===== config.mk =====
export PLATFORM = sky130hd
export DESIGN_NAME = warp_sched_top
export DESIGN_NICKNAME = d
export VERILOG_FILES = /design/src/common/wsched_pkg.sv /design/src/common/warp_ctl_if.sv /design/src/common/warp_status_if.sv /design/src/logic/ipdom_stack.sv /design/src/warp_sched/warp_ctl_unit.sv /design/src/warp_sched/warp_slot.sv /design/src/warp_sched/warp_select.sv /design/src/warp_sched/warp_sched_top.sv
export SDC_FILE = /design/constraint.sdc
export NUM_CORES = 2
export LEC_CHECK = 0
export BUFFER_PORTS_ARGS = -buffer_cell sky130_fd_sc_hd__buf_2
export CORE_MARGIN = 2
export CORE_UTILIZATION = 50
export DETAILED_ROUTE_END_ITERATION = 8
export HOLD_SLACK_MARGIN = 0.08
export PLACE_DENSITY = 0.62
export SLEW_MARGIN = 20
export SYNTH_ARGS = -nofsm -noshare
export SYNTH_HDL_FRONTEND = slang
export SYNTH_SLANG_ARGS = --single-unit

===== constraint.sdc =====
create_clock -name clk -period 4.11 [get_ports clk]
set_input_delay 0.6165 -clock clk [delete_from_list [all_inputs] [get_ports clk]]
set_output_delay 0.6165 -clock clk [all_outputs]
set_load 0.02 [all_outputs]

===== src/common/wsched_pkg.sv =====
package wsched_pkg;

    localparam int num_warps    = 4;
    localparam int num_threads  = 4;
    localparam int addr_width   = 32;
    localparam int nw_bits      = 2;
    localparam int num_barriers = 2;
    localparam int nb_bits      = 1;
    localparam int stack_depth  = 8;

    // pc of warp 0 out of reset
    localparam logic [addr_width-1:0] startup_addr = 32'h8000_0000;

    typedef enum logic [2:0] {
        ctl_none,
        ctl_wspawn,
        ctl_tmc,
        ctl_split,
        ctl_bar
    } ctl_op_e;

    // one reconvergence stack entry
    typedef struct packed {
        logic [addr_width-1:0]  pc;
        logic [num_threads-1:0] tmask;
    } ipdom_entry_t;

endpackage


===== src/common/warp_ctl_if.sv =====
`timescale 1ns/1ps

interface warp_ctl_if;

    logic                                 valid;
    wsched_pkg::ctl_op_e                  op;
    logic [wsched_pkg::nw_bits-1:0]       wid;
    logic [wsched_pkg::num_threads-1:0]   tmask;
    // spawn pc on wspawn, else pc on split
    logic [wsched_pkg::addr_width-1:0]    pc;
    logic [wsched_pkg::num_threads-1:0]   then_tmask;
    logic [wsched_pkg::num_threads-1:0]   else_tmask;
    logic                                 diverged;
    logic                                 bar_release;
    logic [wsched_pkg::num_warps-1:0]     spawn_mask;

    modport ctl (
        output valid, op, wid, tmask, pc,
        output then_tmask, else_tmask, diverged,
        output bar_release, spawn_mask
    );

    modport slot (
        input valid, op, wid, tmask, pc,
        input then_tmask, else_tmask, diverged,
        input bar_release, spawn_mask
    );

endinterface


===== src/common/warp_status_if.sv =====
`timescale 1ns/1ps

// one instance per warp
interface warp_status_if;

    logic                               ready;
    logic [wsched_pkg::addr_width-1:0]  pc;
    logic [wsched_pkg::num_threads-1:0] tmask;
    logic                               grant;

    modport slot (
        output ready, pc, tmask,
        input  grant
    );

    modport select (
        input  ready, pc, tmask,
        output grant
    );

endinterface


===== src/logic/ipdom_stack.sv =====
`timescale 1ns/1ps

module ipdom_stack (
    input  logic                     clk,
    input  logic                     reset,
    input  logic                     push,
    input  logic                     pair,
    input  logic                     pop,
    input  wsched_pkg::ipdom_entry_t q_end,
    input  wsched_pkg::ipdom_entry_t q_else,
    output wsched_pkg::ipdom_entry_t d,
    output logic                     index
);

    wsched_pkg::ipdom_entry_t end_mem  [wsched_pkg::stack_depth];
    wsched_pkg::ipdom_entry_t else_mem [wsched_pkg::stack_depth];
    logic [wsched_pkg::stack_depth-1:0]          else_taken;
    logic [$clog2(wsched_pkg::stack_depth):0]    count;
    logic [$clog2(wsched_pkg::stack_depth)-1:0]  wr_ptr;
    logic [$clog2(wsched_pkg::stack_depth)-1:0]  top;
    logic                                        full;
    logic                                        empty;

    assign wr_ptr = count[$clog2(wsched_pkg::stack_depth)-1:0];
    assign top    = wr_ptr - 1'b1;
    assign full   = (count == wsched_pkg::stack_depth);
    assign empty  = (count == '0);

    // low index means the else side is still pending on this level
    assign index = else_taken[top];
    assign d     = index ? end_mem[top] : else_mem[top];

    always_ff @(posedge clk) begin
        if (push) begin
            end_mem[wr_ptr]    <= q_end;
            else_mem[wr_ptr]   <= q_else;
            // single push has no else side to visit
            else_taken[wr_ptr] <= !pair;
        end else if (pop && !else_taken[top]) begin
            else_taken[top] <= 1'b1;
        end
    end

    always_ff @(posedge clk) begin
        if (reset) begin
            count <= '0;
        end else if (push) begin
            count <= count + 1'b1;
        end else if (pop && else_taken[top]) begin
            count <= count - 1'b1;
        end
    end

    a_no_push_full: assert property (@(posedge clk) disable iff (reset) push |-> !full);
    a_no_pop_empty: assert property (@(posedge clk) disable iff (reset) pop |-> !empty);

endmodule


===== src/warp_sched/warp_ctl_unit.sv =====
`timescale 1ns/1ps

module warp_ctl_unit (
    input  logic                                clk,
    input  logic                                reset,
    input  logic                                ctl_valid,
    input  wsched_pkg::ctl_op_e                 ctl_op,
    input  logic [wsched_pkg::nw_bits-1:0]      ctl_wid,
    input  logic [wsched_pkg::num_threads-1:0]  ctl_tmask,
    input  logic [wsched_pkg::addr_width-1:0]   ctl_pc,
    input  logic [wsched_pkg::num_threads-1:0]  ctl_then_tmask,
    input  logic [wsched_pkg::num_threads-1:0]  ctl_else_tmask,
    input  logic                                ctl_diverged,
    input  logic [wsched_pkg::nb_bits-1:0]      ctl_bar_id,
    input  logic [wsched_pkg::nw_bits-1:0]      ctl_bar_size_m1,
    output logic [wsched_pkg::num_warps-1:0]    barrier_stall,
    warp_ctl_if.ctl                             ctl
);

    logic [wsched_pkg::num_warps-1:0] barrier_masks [wsched_pkg::num_barriers];
    logic [wsched_pkg::nw_bits:0]     bar_count;
    logic                             bar_cmd;
    logic                             bar_reached;
    logic                             spawn_cmd;

    assign bar_cmd   = ctl_valid && (ctl_op == wsched_pkg::ctl_bar);
    assign spawn_cmd = ctl_valid && (ctl_op == wsched_pkg::ctl_wspawn);

    // warps already waiting on the addressed barrier
    always_comb begin
        bar_count = '0;
        for (int i = 0; i < wsched_pkg::num_warps; i++) begin
            bar_count = bar_count + (wsched_pkg::nw_bits + 1)'(barrier_masks[ctl_bar_id][i]);
        end
    end

    assign bar_reached = (bar_count == {1'b0, ctl_bar_size_m1});

    always_ff @(posedge clk) begin
        if (reset) begin
            for (int b = 0; b < wsched_pkg::num_barriers; b++) begin
                barrier_masks[b] <= '0;
            end
        end else if (bar_cmd) begin
            if (bar_reached) begin
                barrier_masks[ctl_bar_id] <= '0;
            end else begin
                barrier_masks[ctl_bar_id][ctl_wid] <= 1'b1;
            end
        end
    end

    always_comb begin
        barrier_stall = '0;
        for (int b = 0; b < wsched_pkg::num_barriers; b++) begin
            barrier_stall = barrier_stall | barrier_masks[b];
        end
    end

    assign ctl.valid       = ctl_valid;
    assign ctl.op          = ctl_op;
    assign ctl.wid         = ctl_wid;
    assign ctl.tmask       = ctl_tmask;
    assign ctl.pc          = ctl_pc;
    assign ctl.then_tmask  = ctl_then_tmask;
    assign ctl.else_tmask  = ctl_else_tmask;
    assign ctl.diverged    = ctl_diverged;
    assign ctl.bar_release = bar_cmd && bar_reached;

    // wspawn carries its warp mask in the tmask field, warp 0 never respawns
    assign ctl.spawn_mask = spawn_cmd
                          ? (wsched_pkg::num_warps'(ctl_tmask) & ~wsched_pkg::num_warps'(1))
                          : '0;

    a_op_valid: assert property (
        @(posedge clk) disable iff (reset) ctl_valid |-> (ctl_op != wsched_pkg::ctl_none));

endmodule


===== src/warp_sched/warp_slot.sv =====
`timescale 1ns/1ps

module warp_slot (
    input  logic                                clk,
    input  logic                                reset,
    input  logic [wsched_pkg::nw_bits-1:0]      slot_id,
    warp_ctl_if.slot                            ctl,
    warp_status_if.slot                         status,
    input  logic                                barrier_stall,
    input  logic                                branch_valid,
    input  logic [wsched_pkg::nw_bits-1:0]      branch_wid,
    input  logic                                branch_taken,
    input  logic [wsched_pkg::addr_width-1:0]   branch_dest,
    input  logic                                join_valid,
    input  logic [wsched_pkg::nw_bits-1:0]      join_wid,
    input  logic                                wstall_valid,
    input  logic [wsched_pkg::nw_bits-1:0]      wstall_wid,
    input  logic                                wstall_stalled,
    input  logic                                fire_valid,
    input  logic [wsched_pkg::nw_bits-1:0]      fire_wid,
    input  logic [wsched_pkg::addr_width-1:0]   fire_pc,
    output logic                                active
);

    logic                               stalled;
    logic                               spawn_pending;
    logic [wsched_pkg::addr_width-1:0]  pc;
    logic [wsched_pkg::addr_width-1:0]  spawn_pc;
    logic [wsched_pkg::num_threads-1:0] tmask;
    logic                               own_cmd;
    logic                               spawn_hit;
    logic                               split_push;
    logic                               join_pop;
    logic                               join_index;
    wsched_pkg::ipdom_entry_t           q_end;
    wsched_pkg::ipdom_entry_t           q_else;
    wsched_pkg::ipdom_entry_t           join_entry;

    assign own_cmd    = ctl.valid && (ctl.wid == slot_id);
    assign spawn_hit  = ctl.spawn_mask[slot_id];
    assign split_push = own_cmd && (ctl.op == wsched_pkg::ctl_split);
    assign join_pop   = join_valid && (join_wid == slot_id);

    // end entry keeps the mask to restore at reconvergence
    assign q_end  = '{pc: pc, tmask: tmask};
    assign q_else = '{pc: ctl.pc, tmask: ctl.else_tmask};

    ipdom_stack ipdom_stack_i (
        .clk    (clk),
        .reset  (reset),
        .push   (split_push),
        .pair   (ctl.diverged),
        .pop    (join_pop),
        .q_end  (q_end),
        .q_else (q_else),
        .d      (join_entry),
        .index  (join_index)
    );

    always_ff @(posedge clk) begin
        if (spawn_hit) begin
            spawn_pc <= ctl.pc;
        end
    end

    always_ff @(posedge clk) begin
        if (reset) begin
            active        <= (slot_id == '0);
            stalled       <= 1'b0;
            spawn_pending <= 1'b0;
            pc            <= wsched_pkg::startup_addr;
            tmask         <= wsched_pkg::num_threads'(slot_id == '0);
        end else begin
            if (own_cmd) begin
                case (ctl.op)
                    wsched_pkg::ctl_tmc: begin
                        tmask   <= ctl.tmask;
                        active  <= |ctl.tmask;
                        stalled <= 1'b0;
                    end
                    wsched_pkg::ctl_split: begin
                        if (ctl.diverged) begin
                            tmask <= ctl.then_tmask;
                        end
                        stalled <= 1'b0;
                    end
                    wsched_pkg::ctl_bar: begin
                        stalled <= 1'b0;
                    end
                    default: begin
                    end
                endcase
            end

            if (spawn_hit) begin
                active        <= 1'b1;
                stalled       <= 1'b0;
                spawn_pending <= 1'b1;
            end

            // waiting warps leave the barrier unstalled
            if (ctl.bar_release && barrier_stall) begin
                stalled <= 1'b0;
            end

            if (branch_valid && (branch_wid == slot_id)) begin
                if (branch_taken) begin
                    pc <= branch_dest;
                end
                stalled <= 1'b0;
            end

            // held until decode reports back
            if (status.grant) begin
                stalled       <= 1'b1;
                spawn_pending <= 1'b0;
                if (spawn_pending) begin
                    tmask <= wsched_pkg::num_threads'(1);
                end
            end

            if (fire_valid && (fire_wid == slot_id)) begin
                pc <= fire_pc + wsched_pkg::addr_width'(4);
            end

            if (wstall_valid && (wstall_wid == slot_id)) begin
                stalled <= wstall_stalled;
            end

            if (join_pop) begin
                if (!join_index) begin
                    pc <= join_entry.pc;
                end
                tmask <= join_entry.tmask;
            end
        end
    end

    assign status.ready = active && !stalled && !barrier_stall;
    assign status.pc    = spawn_pending ? spawn_pc : pc;
    assign status.tmask = spawn_pending ? wsched_pkg::num_threads'(1) : tmask;

endmodule


===== src/warp_sched/warp_select.sv =====
`timescale 1ns/1ps

module warp_select (
    input  logic                                clk,
    input  logic                                reset,
    warp_status_if.select                       status [wsched_pkg::num_warps],
    input  logic                                fetch_ready,
    output logic                                fetch_valid,
    output logic [wsched_pkg::nw_bits-1:0]      fetch_wid,
    output logic [wsched_pkg::addr_width-1:0]   fetch_pc,
    output logic [wsched_pkg::num_threads-1:0]  fetch_tmask
);

    logic [wsched_pkg::num_warps-1:0]   ready_vec;
    logic [wsched_pkg::num_warps-1:0]   grant;
    logic [wsched_pkg::addr_width-1:0]  pc_arr    [wsched_pkg::num_warps];
    logic [wsched_pkg::num_threads-1:0] tmask_arr [wsched_pkg::num_warps];
    logic [wsched_pkg::nw_bits-1:0]     sel_wid;
    logic                               sel_valid;
    logic                               stall_out;

    for (genvar i = 0; i < wsched_pkg::num_warps; i++) begin : g_status
        assign ready_vec[i]    = status[i].ready;
        assign pc_arr[i]       = status[i].pc;
        assign tmask_arr[i]    = status[i].tmask;
        assign status[i].grant = grant[i];
    end

    // lowest index wins
    always_comb begin
        sel_valid = 1'b0;
        sel_wid   = '0;
        for (int i = wsched_pkg::num_warps - 1; i >= 0; i--) begin
            if (ready_vec[i]) begin
                sel_valid = 1'b1;
                sel_wid   = wsched_pkg::nw_bits'(i);
            end
        end
    end

    assign stall_out = fetch_valid && !fetch_ready;
    assign grant     = (sel_valid && !stall_out) ? (wsched_pkg::num_warps'(1) << sel_wid) : '0;

    always_ff @(posedge clk) begin
        if (reset) begin
            fetch_valid <= 1'b0;
        end else if (!stall_out) begin
            fetch_valid <= sel_valid;
        end
    end

    always_ff @(posedge clk) begin
        if (!stall_out) begin
            fetch_wid   <= sel_wid;
            fetch_pc    <= pc_arr[sel_wid];
            fetch_tmask <= tmask_arr[sel_wid];
        end
    end

    a_hold_stable: assert property (
        @(posedge clk) disable iff (reset)
        stall_out |=> fetch_valid && $stable({fetch_wid, fetch_pc, fetch_tmask}));

endmodule


===== src/warp_sched/warp_sched_top.sv =====
`timescale 1ns/1ps

module warp_sched_top (
    input  logic                                clk,
    input  logic                                reset,
    input  logic                                ctl_valid,
    input  wsched_pkg::ctl_op_e                 ctl_op,
    input  logic [wsched_pkg::nw_bits-1:0]      ctl_wid,
    input  logic [wsched_pkg::num_threads-1:0]  ctl_tmask,
    input  logic [wsched_pkg::addr_width-1:0]   ctl_pc,
    input  logic [wsched_pkg::num_threads-1:0]  ctl_then_tmask,
    input  logic [wsched_pkg::num_threads-1:0]  ctl_else_tmask,
    input  logic                                ctl_diverged,
    input  logic [wsched_pkg::nb_bits-1:0]      ctl_bar_id,
    input  logic [wsched_pkg::nw_bits-1:0]      ctl_bar_size_m1,
    input  logic                                branch_valid,
    input  logic [wsched_pkg::nw_bits-1:0]      branch_wid,
    input  logic                                branch_taken,
    input  logic [wsched_pkg::addr_width-1:0]   branch_dest,
    input  logic                                join_valid,
    input  logic [wsched_pkg::nw_bits-1:0]      join_wid,
    input  logic                                wstall_valid,
    input  logic [wsched_pkg::nw_bits-1:0]      wstall_wid,
    input  logic                                wstall_stalled,
    output logic                                fetch_valid,
    input  logic                                fetch_ready,
    output logic [wsched_pkg::nw_bits-1:0]      fetch_wid,
    output logic [wsched_pkg::addr_width-1:0]   fetch_pc,
    output logic [wsched_pkg::num_threads-1:0]  fetch_tmask,
    output logic                                busy
);

    logic [wsched_pkg::num_warps-1:0] barrier_stall;
    logic [wsched_pkg::num_warps-1:0] warp_active;
    logic                             fire;

    warp_ctl_if    ctl_bus ();
    warp_status_if status_bus [wsched_pkg::num_warps] ();

    assign fire = fetch_valid && fetch_ready;
    assign busy = |warp_active;

    warp_ctl_unit warp_ctl_unit_i (
        .clk             (clk),
        .reset           (reset),
        .ctl_valid       (ctl_valid),
        .ctl_op          (ctl_op),
        .ctl_wid         (ctl_wid),
        .ctl_tmask       (ctl_tmask),
        .ctl_pc          (ctl_pc),
        .ctl_then_tmask  (ctl_then_tmask),
        .ctl_else_tmask  (ctl_else_tmask),
        .ctl_diverged    (ctl_diverged),
        .ctl_bar_id      (ctl_bar_id),
        .ctl_bar_size_m1 (ctl_bar_size_m1),
        .barrier_stall   (barrier_stall),
        .ctl             (ctl_bus)
    );

    for (genvar i = 0; i < wsched_pkg::num_warps; i++) begin : g_slot
        warp_slot warp_slot_i (
            .clk            (clk),
            .reset          (reset),
            .slot_id        (wsched_pkg::nw_bits'(i)),
            .ctl            (ctl_bus),
            .status         (status_bus[i]),
            .barrier_stall  (barrier_stall[i]),
            .branch_valid   (branch_valid),
            .branch_wid     (branch_wid),
            .branch_taken   (branch_taken),
            .branch_dest    (branch_dest),
            .join_valid     (join_valid),
            .join_wid       (join_wid),
            .wstall_valid   (wstall_valid),
            .wstall_wid     (wstall_wid),
            .wstall_stalled (wstall_stalled),
            .fire_valid     (fire),
            .fire_wid       (fetch_wid),
            .fire_pc        (fetch_pc),
            .active         (warp_active[i])
        );
    end

    warp_select warp_select_i (
        .clk         (clk),
        .reset       (reset),
        .status      (status_bus),
        .fetch_ready (fetch_ready),
        .fetch_valid (fetch_valid),
        .fetch_wid   (fetch_wid),
        .fetch_pc    (fetch_pc),
        .fetch_tmask (fetch_tmask)
    );

endmodule


Word-level counts from Yosys, hierarchy flattened
Memory sizes are Yosys's and may differ from the RTL's.
Index checks and enable logic that the tools add are counted.

operators by class
  add/subtract/negate cells = 16
  magnitude comparators = 19
  eq/ne operators = 20
  shifts and indexed selects = 1
  multiplexer cells = 175
  bitwise gates (word level) = 10
  reductions and logical operators = 118

operators by type and width
  operator                                                            count
  2-to-1 mux 32 bit                                                   26
  2-to-1 mux 4 bit                                                    39
  2-to-1 mux 36 bit                                                   4
  2-to-1 mux 1 bit                                                    71
  binary-select mux 32 bit (select 2 bit)                             1
  2-to-1 mux 8 bit                                                    8
  logical AND 1 bit                                                   59
  nonzero test 6 bit                                                  8
  adder 32 x 3 -> 32 bit (second input constant)                      1
  bitwise mux 8 bit                                                   4
  < comparator 3 x 4 -> 1 bit (second input constant)                 8
  bitwise OR 8 bit                                                    4
  one-hot mux 4 bit (2 select lines)                                  4
  nonzero test 2 bit                                                  14
  demux 1 bit (select 3 bit)                                          8
  greater-or-equal comparator 3 x 1 -> 1 bit (second input constant)  8
  == test 2 bit (second input constant)                               10
  adder 4 x 1 -> 4 bit (second input constant)                        4
  AND reduction 2 bit                                                 8
  subtractor 4 x 1 -> 4 bit (second input constant)                   4
  zero test 1 bit                                                     15
  binary-select mux 1 bit (select 3 bit)                              4
  OR reduction 4 bit                                                  3
  subtractor 3 x 1 -> 3 bit (second input constant)                   4
  other kinds (20)                                                    40

word-level totals
  flip-flop bits (word level) = 371
  RAM bits = 2312
  input port bits = 100
  output and inout bits = 40
  memories = 9

memories
  memory                                        depth  width  read ports  clocked after Yosys merged registers in  write ports  line               text
  g_slot[0].warp_slot_i.ipdom_stack_i.else_mem  8      36     1           0                                        1            ipdom_stack.sv:16  wsched_pkg::ipdom_entry_t else_mem [wsched_pkg::stack_depth];
  g_slot[0].warp_slot_i.ipdom_stack_i.end_mem   8      36     1           0                                        1            ipdom_stack.sv:15  wsched_pkg::ipdom_entry_t end_mem [wsched_pkg::stack_depth];
  g_slot[1].warp_slot_i.ipdom_stack_i.else_mem  8      36     1           0                                        1            ipdom_stack.sv:16
  g_slot[1].warp_slot_i.ipdom_stack_i.end_mem   8      36     1           0                                        1            ipdom_stack.sv:15
  g_slot[2].warp_slot_i.ipdom_stack_i.else_mem  8      36     1           0                                        1            ipdom_stack.sv:16
  g_slot[2].warp_slot_i.ipdom_stack_i.end_mem   8      36     1           0                                        1            ipdom_stack.sv:15
  3 more memories                               n/a    n/a    n/a         n/a                                      n/a          n/a

Longest topological paths before layout
An unclocked memory read counts as a cell.

  depth after elaboration = 12
  gate-level depth with buffers = 14
  mapped depth without buffers = 11

Hierarchy
Synthesis repeated with hierarchy kept, for this count alone.

unflattened totals
  cell total of the unflattened synthesis = 7484
  area total of the unflattened synthesis = 112679.3 µm²

by module, submodules not included
  module                                                  instances  cells an instance  area an instance (µm²)
  ipdom_stack at g_slot[0].warp_slot_i.ipdom_stack_i ...  2          1348               23089.6
  ipdom_stack at g_slot[2].warp_slot_i.ipdom_stack_i      1          1456               23268.6
  ipdom_stack at g_slot[3].warp_slot_i.ipdom_stack_i      1          1270               23128.4
  warp_slot at g_slot[0].warp_slot_i ...                  3          436                4197.8
  warp_slot at g_slot[3].warp_slot_i                      1          412                4093.9
  warp_select                                             1          224                2391.0
  warp_ctl_unit                                           1          114                1003.5
  warp_sched_top                                          1          4                  21.3

Worst setup path before layout
OpenSTA, ideal clock, no wires.

  path kind = input-to-reg
  start = in ctl_bar_id
  end = mem warp_ctl_unit_i.barrier_masks[1][2] (netlist bit), enable pin
  arrival = 3.480 ns
  required time = 3.856 ns
  slack = 0.376 ns
  stages on the path = 12
  cell sequence = clkbuf_1 mux2_2 ha_1 inv_1 fa_1 inv_1 ha_1 xor2_1 o311ai_0 nor2_1 o21ai_0 nand2_1

RTL lines
  element      line                  text
  from (decl)  warp_sched_top.sv:14  input logic [wsched_pkg::nb_bits-1:0] ctl_bar_id,
  to (decl)    warp_ctl_unit.sv:20   logic [wsched_pkg::num_warps-1:0] barrier_masks [wsched_pkg::num_barriers];

Worst setup path after layout
  start = reg g_slot[1].warp_slot_i.ipdom_stack_i.count[1] (netlist bit)
  end = reg g_slot[1].warp_slot_i.pc[1] (netlist bit)

between the ends
  word-level cells in the longest chain between the ends = 6

RTL lines
  element                                 line               text
  from (decl)                             ipdom_stack.sv:18  logic [$clog2(wsched_pkg::stack_depth):0] count;
  from (signal assigned)                  ipdom_stack.sv:48  count <= count + 1'b1;
  from (signal assigned)                  ipdom_stack.sv:50  count <= count - 1'b1;
  subtractor 3 x 1 -> 3 bit *             ipdom_stack.sv:25  assign top = wr_ptr - 1'b1;
  binary-select mux 1 bit (select 3 bit)  ipdom_stack.sv:30  assign index = else_taken[top];
  2-to-1 mux 1 bit (not written as such)  ipdom_stack.sv:30
  2-to-1 mux 36 bit                       ipdom_stack.sv:31  assign d = index ? end_mem[top] : else_mem[top];
  2-to-1 mux 32 bit *                     warp_slot.sv:131   if (!join_index) begin
  2-to-1 mux 32 bit *                     warp_slot.sv:130   if (join_pop) begin
  to (signal assigned)                    warp_slot.sv:108   pc <= branch_dest;
  to (signal assigned)                    warp_slot.sv:123   pc <= fire_pc + wsched_pkg::addr_width'(4);
  to (signal assigned)                    warp_slot.sv:132   pc <= join_entry.pc;
  to (decl)                               warp_slot.sv:27    logic [wsched_pkg::addr_width-1:0] pc;

Every way passes the cells marked *; elsewhere a longest branch is shown, timed or not. The select of a mux whose other input is x is not followed.
A chain may end at the register's enable or synchronous reset.

==> results.rst <==
.. list-table::
   :header-rows: 1

   * - Metric
     - Value
   * - Outcome
     - finished, final reports clean
   * - Largest net degree at the start of global routing
     - 97
   * - Capturing element type of the critical path
     - flip-flop
   * - Unrepaired setup endpoints after global routing
     - no
   * - Max-slew headroom
     - 0.224
   * - Avg WL per Cell
     - 30.9 um
   * - Total wirelength of the detailed-routed design
     - 206000 um
   * - Number of vias per cell after detailed routing
     - 6.41
   * - Fill count
     - 10500
   * - H-Tree Level Count
     - 4
   * - Data arrival time of the critical path
     - 3.96 ns
   * - Area used by sequential logic in the layout
     - 47000 um^2
   * - Fraction of layout instances using a drive strength above 1
     - 0.165
   * - Sequential fraction of the synthesis area
     - 0.698
   * - Leakage Power
     - 26.3 nW
   * - Peak supply drop
     - 0.000375 V
   * - Clock tree from TritonCTS
     - yes
   * - Leading cell types in the layout, fill and taps excluded
     - 1454 x sky130_fd_sc_hd__edfxtp_1, 472 x sky130_fd_sc_hd__nand2_1, 376 x sky130_fd_sc_hd__mux2i_1
   * - Critical path peak fanout
     - 67
   * - Top FF cell, synth
     - sky130_fd_sc_hd__edfxtp_1
   * - Post-Synthesis Cell Area
     - 67300 um^2
   * - Required time at the endpoint of the critical path
     - 4.82 ns
   * - Number of violations of the max-capacitance limit
     - 0
   * - FFs w/ async S/R, synth
     - 0
   * - Shortest clock period the worst path allows after layout
     - 3.25 ns
   * - GR Overflow Total
     - 0
   * - Die Width
     - 371 um
   * - Mean instance size in the synthesized netlist
     - 14.6 um^2
   * - Weighted congestion reported at the end of routability-driven placement
     - 0.940
   * - CTS clock-pin slew for the worst setup and hold paths
     - 0.06 ns
   * - Total vias in the final route
     - 42800
   * - Tcrit/Tclk final
     - 0.790
   * - Worst hold slack after final layout
     - 0.209 ns
   * - Worst-margin pin slew
     - 1.16 ns
   * - Wire length of the first global-routing pass
     - 294000 um
   * - Most common cell after layout, fill and taps aside
     - sky130_fd_sc_hd__edfxtp_1
   * - Class of the tightest hold or removal check
     - in2reg
   * - Number of nets produced by synthesis
     - 4712
   * - Number of cells in the design after placement
     - 6358
   * - HPWL reported at the end of detailed placement
     - 129000 um
   * - Number of rows created at floorplan
     - 134
   * - Worst setup path category
     - reg2reg
   * - Number of buffers on the longest clock path
     - 3
   * - Number of violations reported at the end of detailed-routing iteration 0
     - 5291
   * - Initial antenna violation count
     - 38
   * - Combined area of the multi-input logic cells
     - 18800 um^2
   * - Cts bufs inserted
     - 167
   * - Insertion delay to the later sink of the worst-skew pair
     - 0.82 ns
   * - Number of unique standard cell types used by synthesis
     - 80
   * - Timing-limited maximum frequency
     - 308 MHz
   * - Initial Util
     - 0.504
   * - Total negative slack for setup checks
     - 0 ns
   * - Antenna Violating Nets Remaining
     - 0
   * - Final Worst Setup Slack
     - 0.862 ns
   * - Post-CTS setup buffer count
     - 0
   * - DRC viols
     - 0
   * - Pre-CTS setup slack
     - 0.632 ns
   * - Power density relative to cell area
     - 497 nW/um^2
   * - Boundary Pins
     - 140
   * - Clock Sink Count
     - 1622
   * - Root cell of the clock tree
     - sky130_fd_sc_hd__clkbuf_16
   * - Area growth, synth to finish
     - 13.2%
   * - GRT Total Usage
     - 0.299
   * - Post-synth EDFFs
     - 1454
   * - Port Buf Inserts
     - 139
   * - Startpoint kind of the worst setup timing path
     - flip-flop
   * - First-pass iteration count of the detailed router
     - 6
   * - Final worst clock skew
     - 0.0214 ns
   * - Number of setup violations in the final report
     - 0
   * - Yosys reg bits
     - 1622
   * - Die footprint
     - 138000 um^2
   * - Die boundary height
     - 371 um
   * - Net count, final
     - 4874
   * - Layout Cells excl Fill
     - 6679
   * - Yosys Warn Count
     - 0
   * - Number of pins exceeding their max-slew limit in the final report
     - 0
   * - Area of the core region
     - 134000 um^2
   * - Number of global-route vias before repair
     - 40400
   * - Number of failing hold endpoints at the final stage
     - 0
   * - Mapped Cells
     - 4600
-- kinds of logic after synthesis --
kind of cell	synth area share
DFF	0.698
and+or+nand+nor	0.0718
AOI/OAI and AO/OA	0.0902
muxes	0.106
buffers and inverters	0.0245
xor gates and xnor gates	0.00699
adders and majority gates	0.00279
-- timing repair --
item,in CTS,in global routing
endpoints found under the hold margin,2,0
hold buffers,3,0
resized for setup,0,0
-- through the flow --
step | instance area, um^2 | power, mW | util
2_1_floorplan | 67300 | 21.4 | -
3_3_place_gp | 70900 | 23.4 | 0.530
3_5_place_dp | 70900 | 23.4 | 0.530
4_1_cts | 76200 | 38.0 | 0.570
5_1_grt | 76200 | 39.0 | 0.570
6_report | 76200 | 37.9 | 0.570
-- routing by layer --
metal	global-route usage	up-vias	share of wire
met2	0.452	2241	0.45
met5	0	-	0.0016
met1	0.421	21800	0.41
met4	0.103	48	0.033
met3	0.0775	386	0.11
li1	-	18300	-
-- path summary, 6_finish.rpt --
path,slack (ns),startpoint,endpoint,cells after the start
hold reg to reg,0.53,g_slot[0].warp_slot_i.stalled,g_slot[0].warp_slot_i.stalled,2
hold / removal,0.21,ctl_valid,g_slot[0].warp_slot_i.active,3
setup reg to reg,0.86,g_slot[1].warp_slot_i.ipdom_stack_i.count[1],g_slot[1].warp_slot_i.pc[1],7
setup / recovery,0.86,g_slot[1].warp_slot_i.ipdom_stack_i.count[1],g_slot[1].warp_slot_i.pc[1],7
-- critical path, cell delays in order (launching register included) --
cell and delay (ns):
sky130_fd_sc_hd__dfxtp_1 0.47, sky130_fd_sc_hd__inv_1 0.13, sky130_fd_sc_hd__ha_4 0.34, sky130_fd_sc_hd__buf_12 0.30
sky130_fd_sc_hd__nand2_1 0.47, sky130_fd_sc_hd__nor2_1 0.86, sky130_fd_sc_hd__a21oi_1 0.15, sky130_fd_sc_hd__a221oi_1 0.29
-- cell usage after synthesis (27+ instances only) --
master	n	area, um^2
sky130_fd_sc_hd__mux2i_1	376	3760
sky130_fd_sc_hd__a211oi_1	102	766
sky130_fd_sc_hd__a311o_1	29	290
sky130_fd_sc_hd__o21ai_0	115	576
sky130_fd_sc_hd__inv_1	53	199
sky130_fd_sc_hd__clkbuf_1	165	619
sky130_fd_sc_hd__nor2_1	247	927
sky130_fd_sc_hd__buf_2	111	556
sky130_fd_sc_hd__buf_1	27	101
sky130_fd_sc_hd__o211ai_1	33	248
sky130_fd_sc_hd__mux2_2	36	405
sky130_fd_sc_hd__a31oi_1	61	382
sky130_fd_sc_hd__xnor2_1	27	236
sky130_fd_sc_hd__a211o_1	34	298
sky130_fd_sc_hd__edfxtp_1	1454	43700
sky130_fd_sc_hd__mux4_2	130	2930
sky130_fd_sc_hd__nand3_1	151	756
sky130_fd_sc_hd__dfxtp_1	168	3360
sky130_fd_sc_hd__o22ai_1	99	619
sky130_fd_sc_hd__a21oi_1	255	1280
sky130_fd_sc_hd__and3_1	41	257
sky130_fd_sc_hd__nand2_1	473	1780
sky130_fd_sc_hd__a221oi_1	54	473
sky130_fd_sc_hd__nor3_1	56	280
-- area by class of cell --
cell class / count / share of cell area
Multi-Input combinational cell: 2599 / 0.247
Antenna cell: 9 / 0.000295
Tap cell: 1768 / 0.0290
Inverter: 58 / 0.00286
Sequential cell: 1622 / 0.617
Timing Repair Buffer: 314 / 0.0339
Clock buffer: 213 / 0.0582
Clock inverter: 96 / 0.0114
-- sequential cells by signal, summed over array words and instances (netlist names), 4 cells and up --
signal,flops
warp_ctl_unit_i.barrier_masks,8
g_slot.warp_slot_i.spawn_pc,96
warp_select_i.fetch_tmask,4
g_slot.warp_slot_i.active,4
g_slot.warp_slot_i.tmask,16
g_slot.warp_slot_i.ipdom_stack_i.count,12
g_slot.warp_slot_i.ipdom_stack_i.else_mem,1152
warp_select_i.fetch_pc,32
g_slot.warp_slot_i.ipdom_stack_i.else_taken,32
g_slot.warp_slot_i.pc,128
g_slot.warp_slot_i.stalled,4
g_slot.warp_slot_i.ipdom_stack_i.end_mem,128
-- power breakdown --
part           leakage [nW]  internal (mW)  switching, mW  total [mW]
sequential             14.6           18.2          0.269        18.5
combinational          9.14           1.57           3.11        4.68
clock                  2.58           8.35           6.40        14.8
Power figures use the tool's default switching activity.
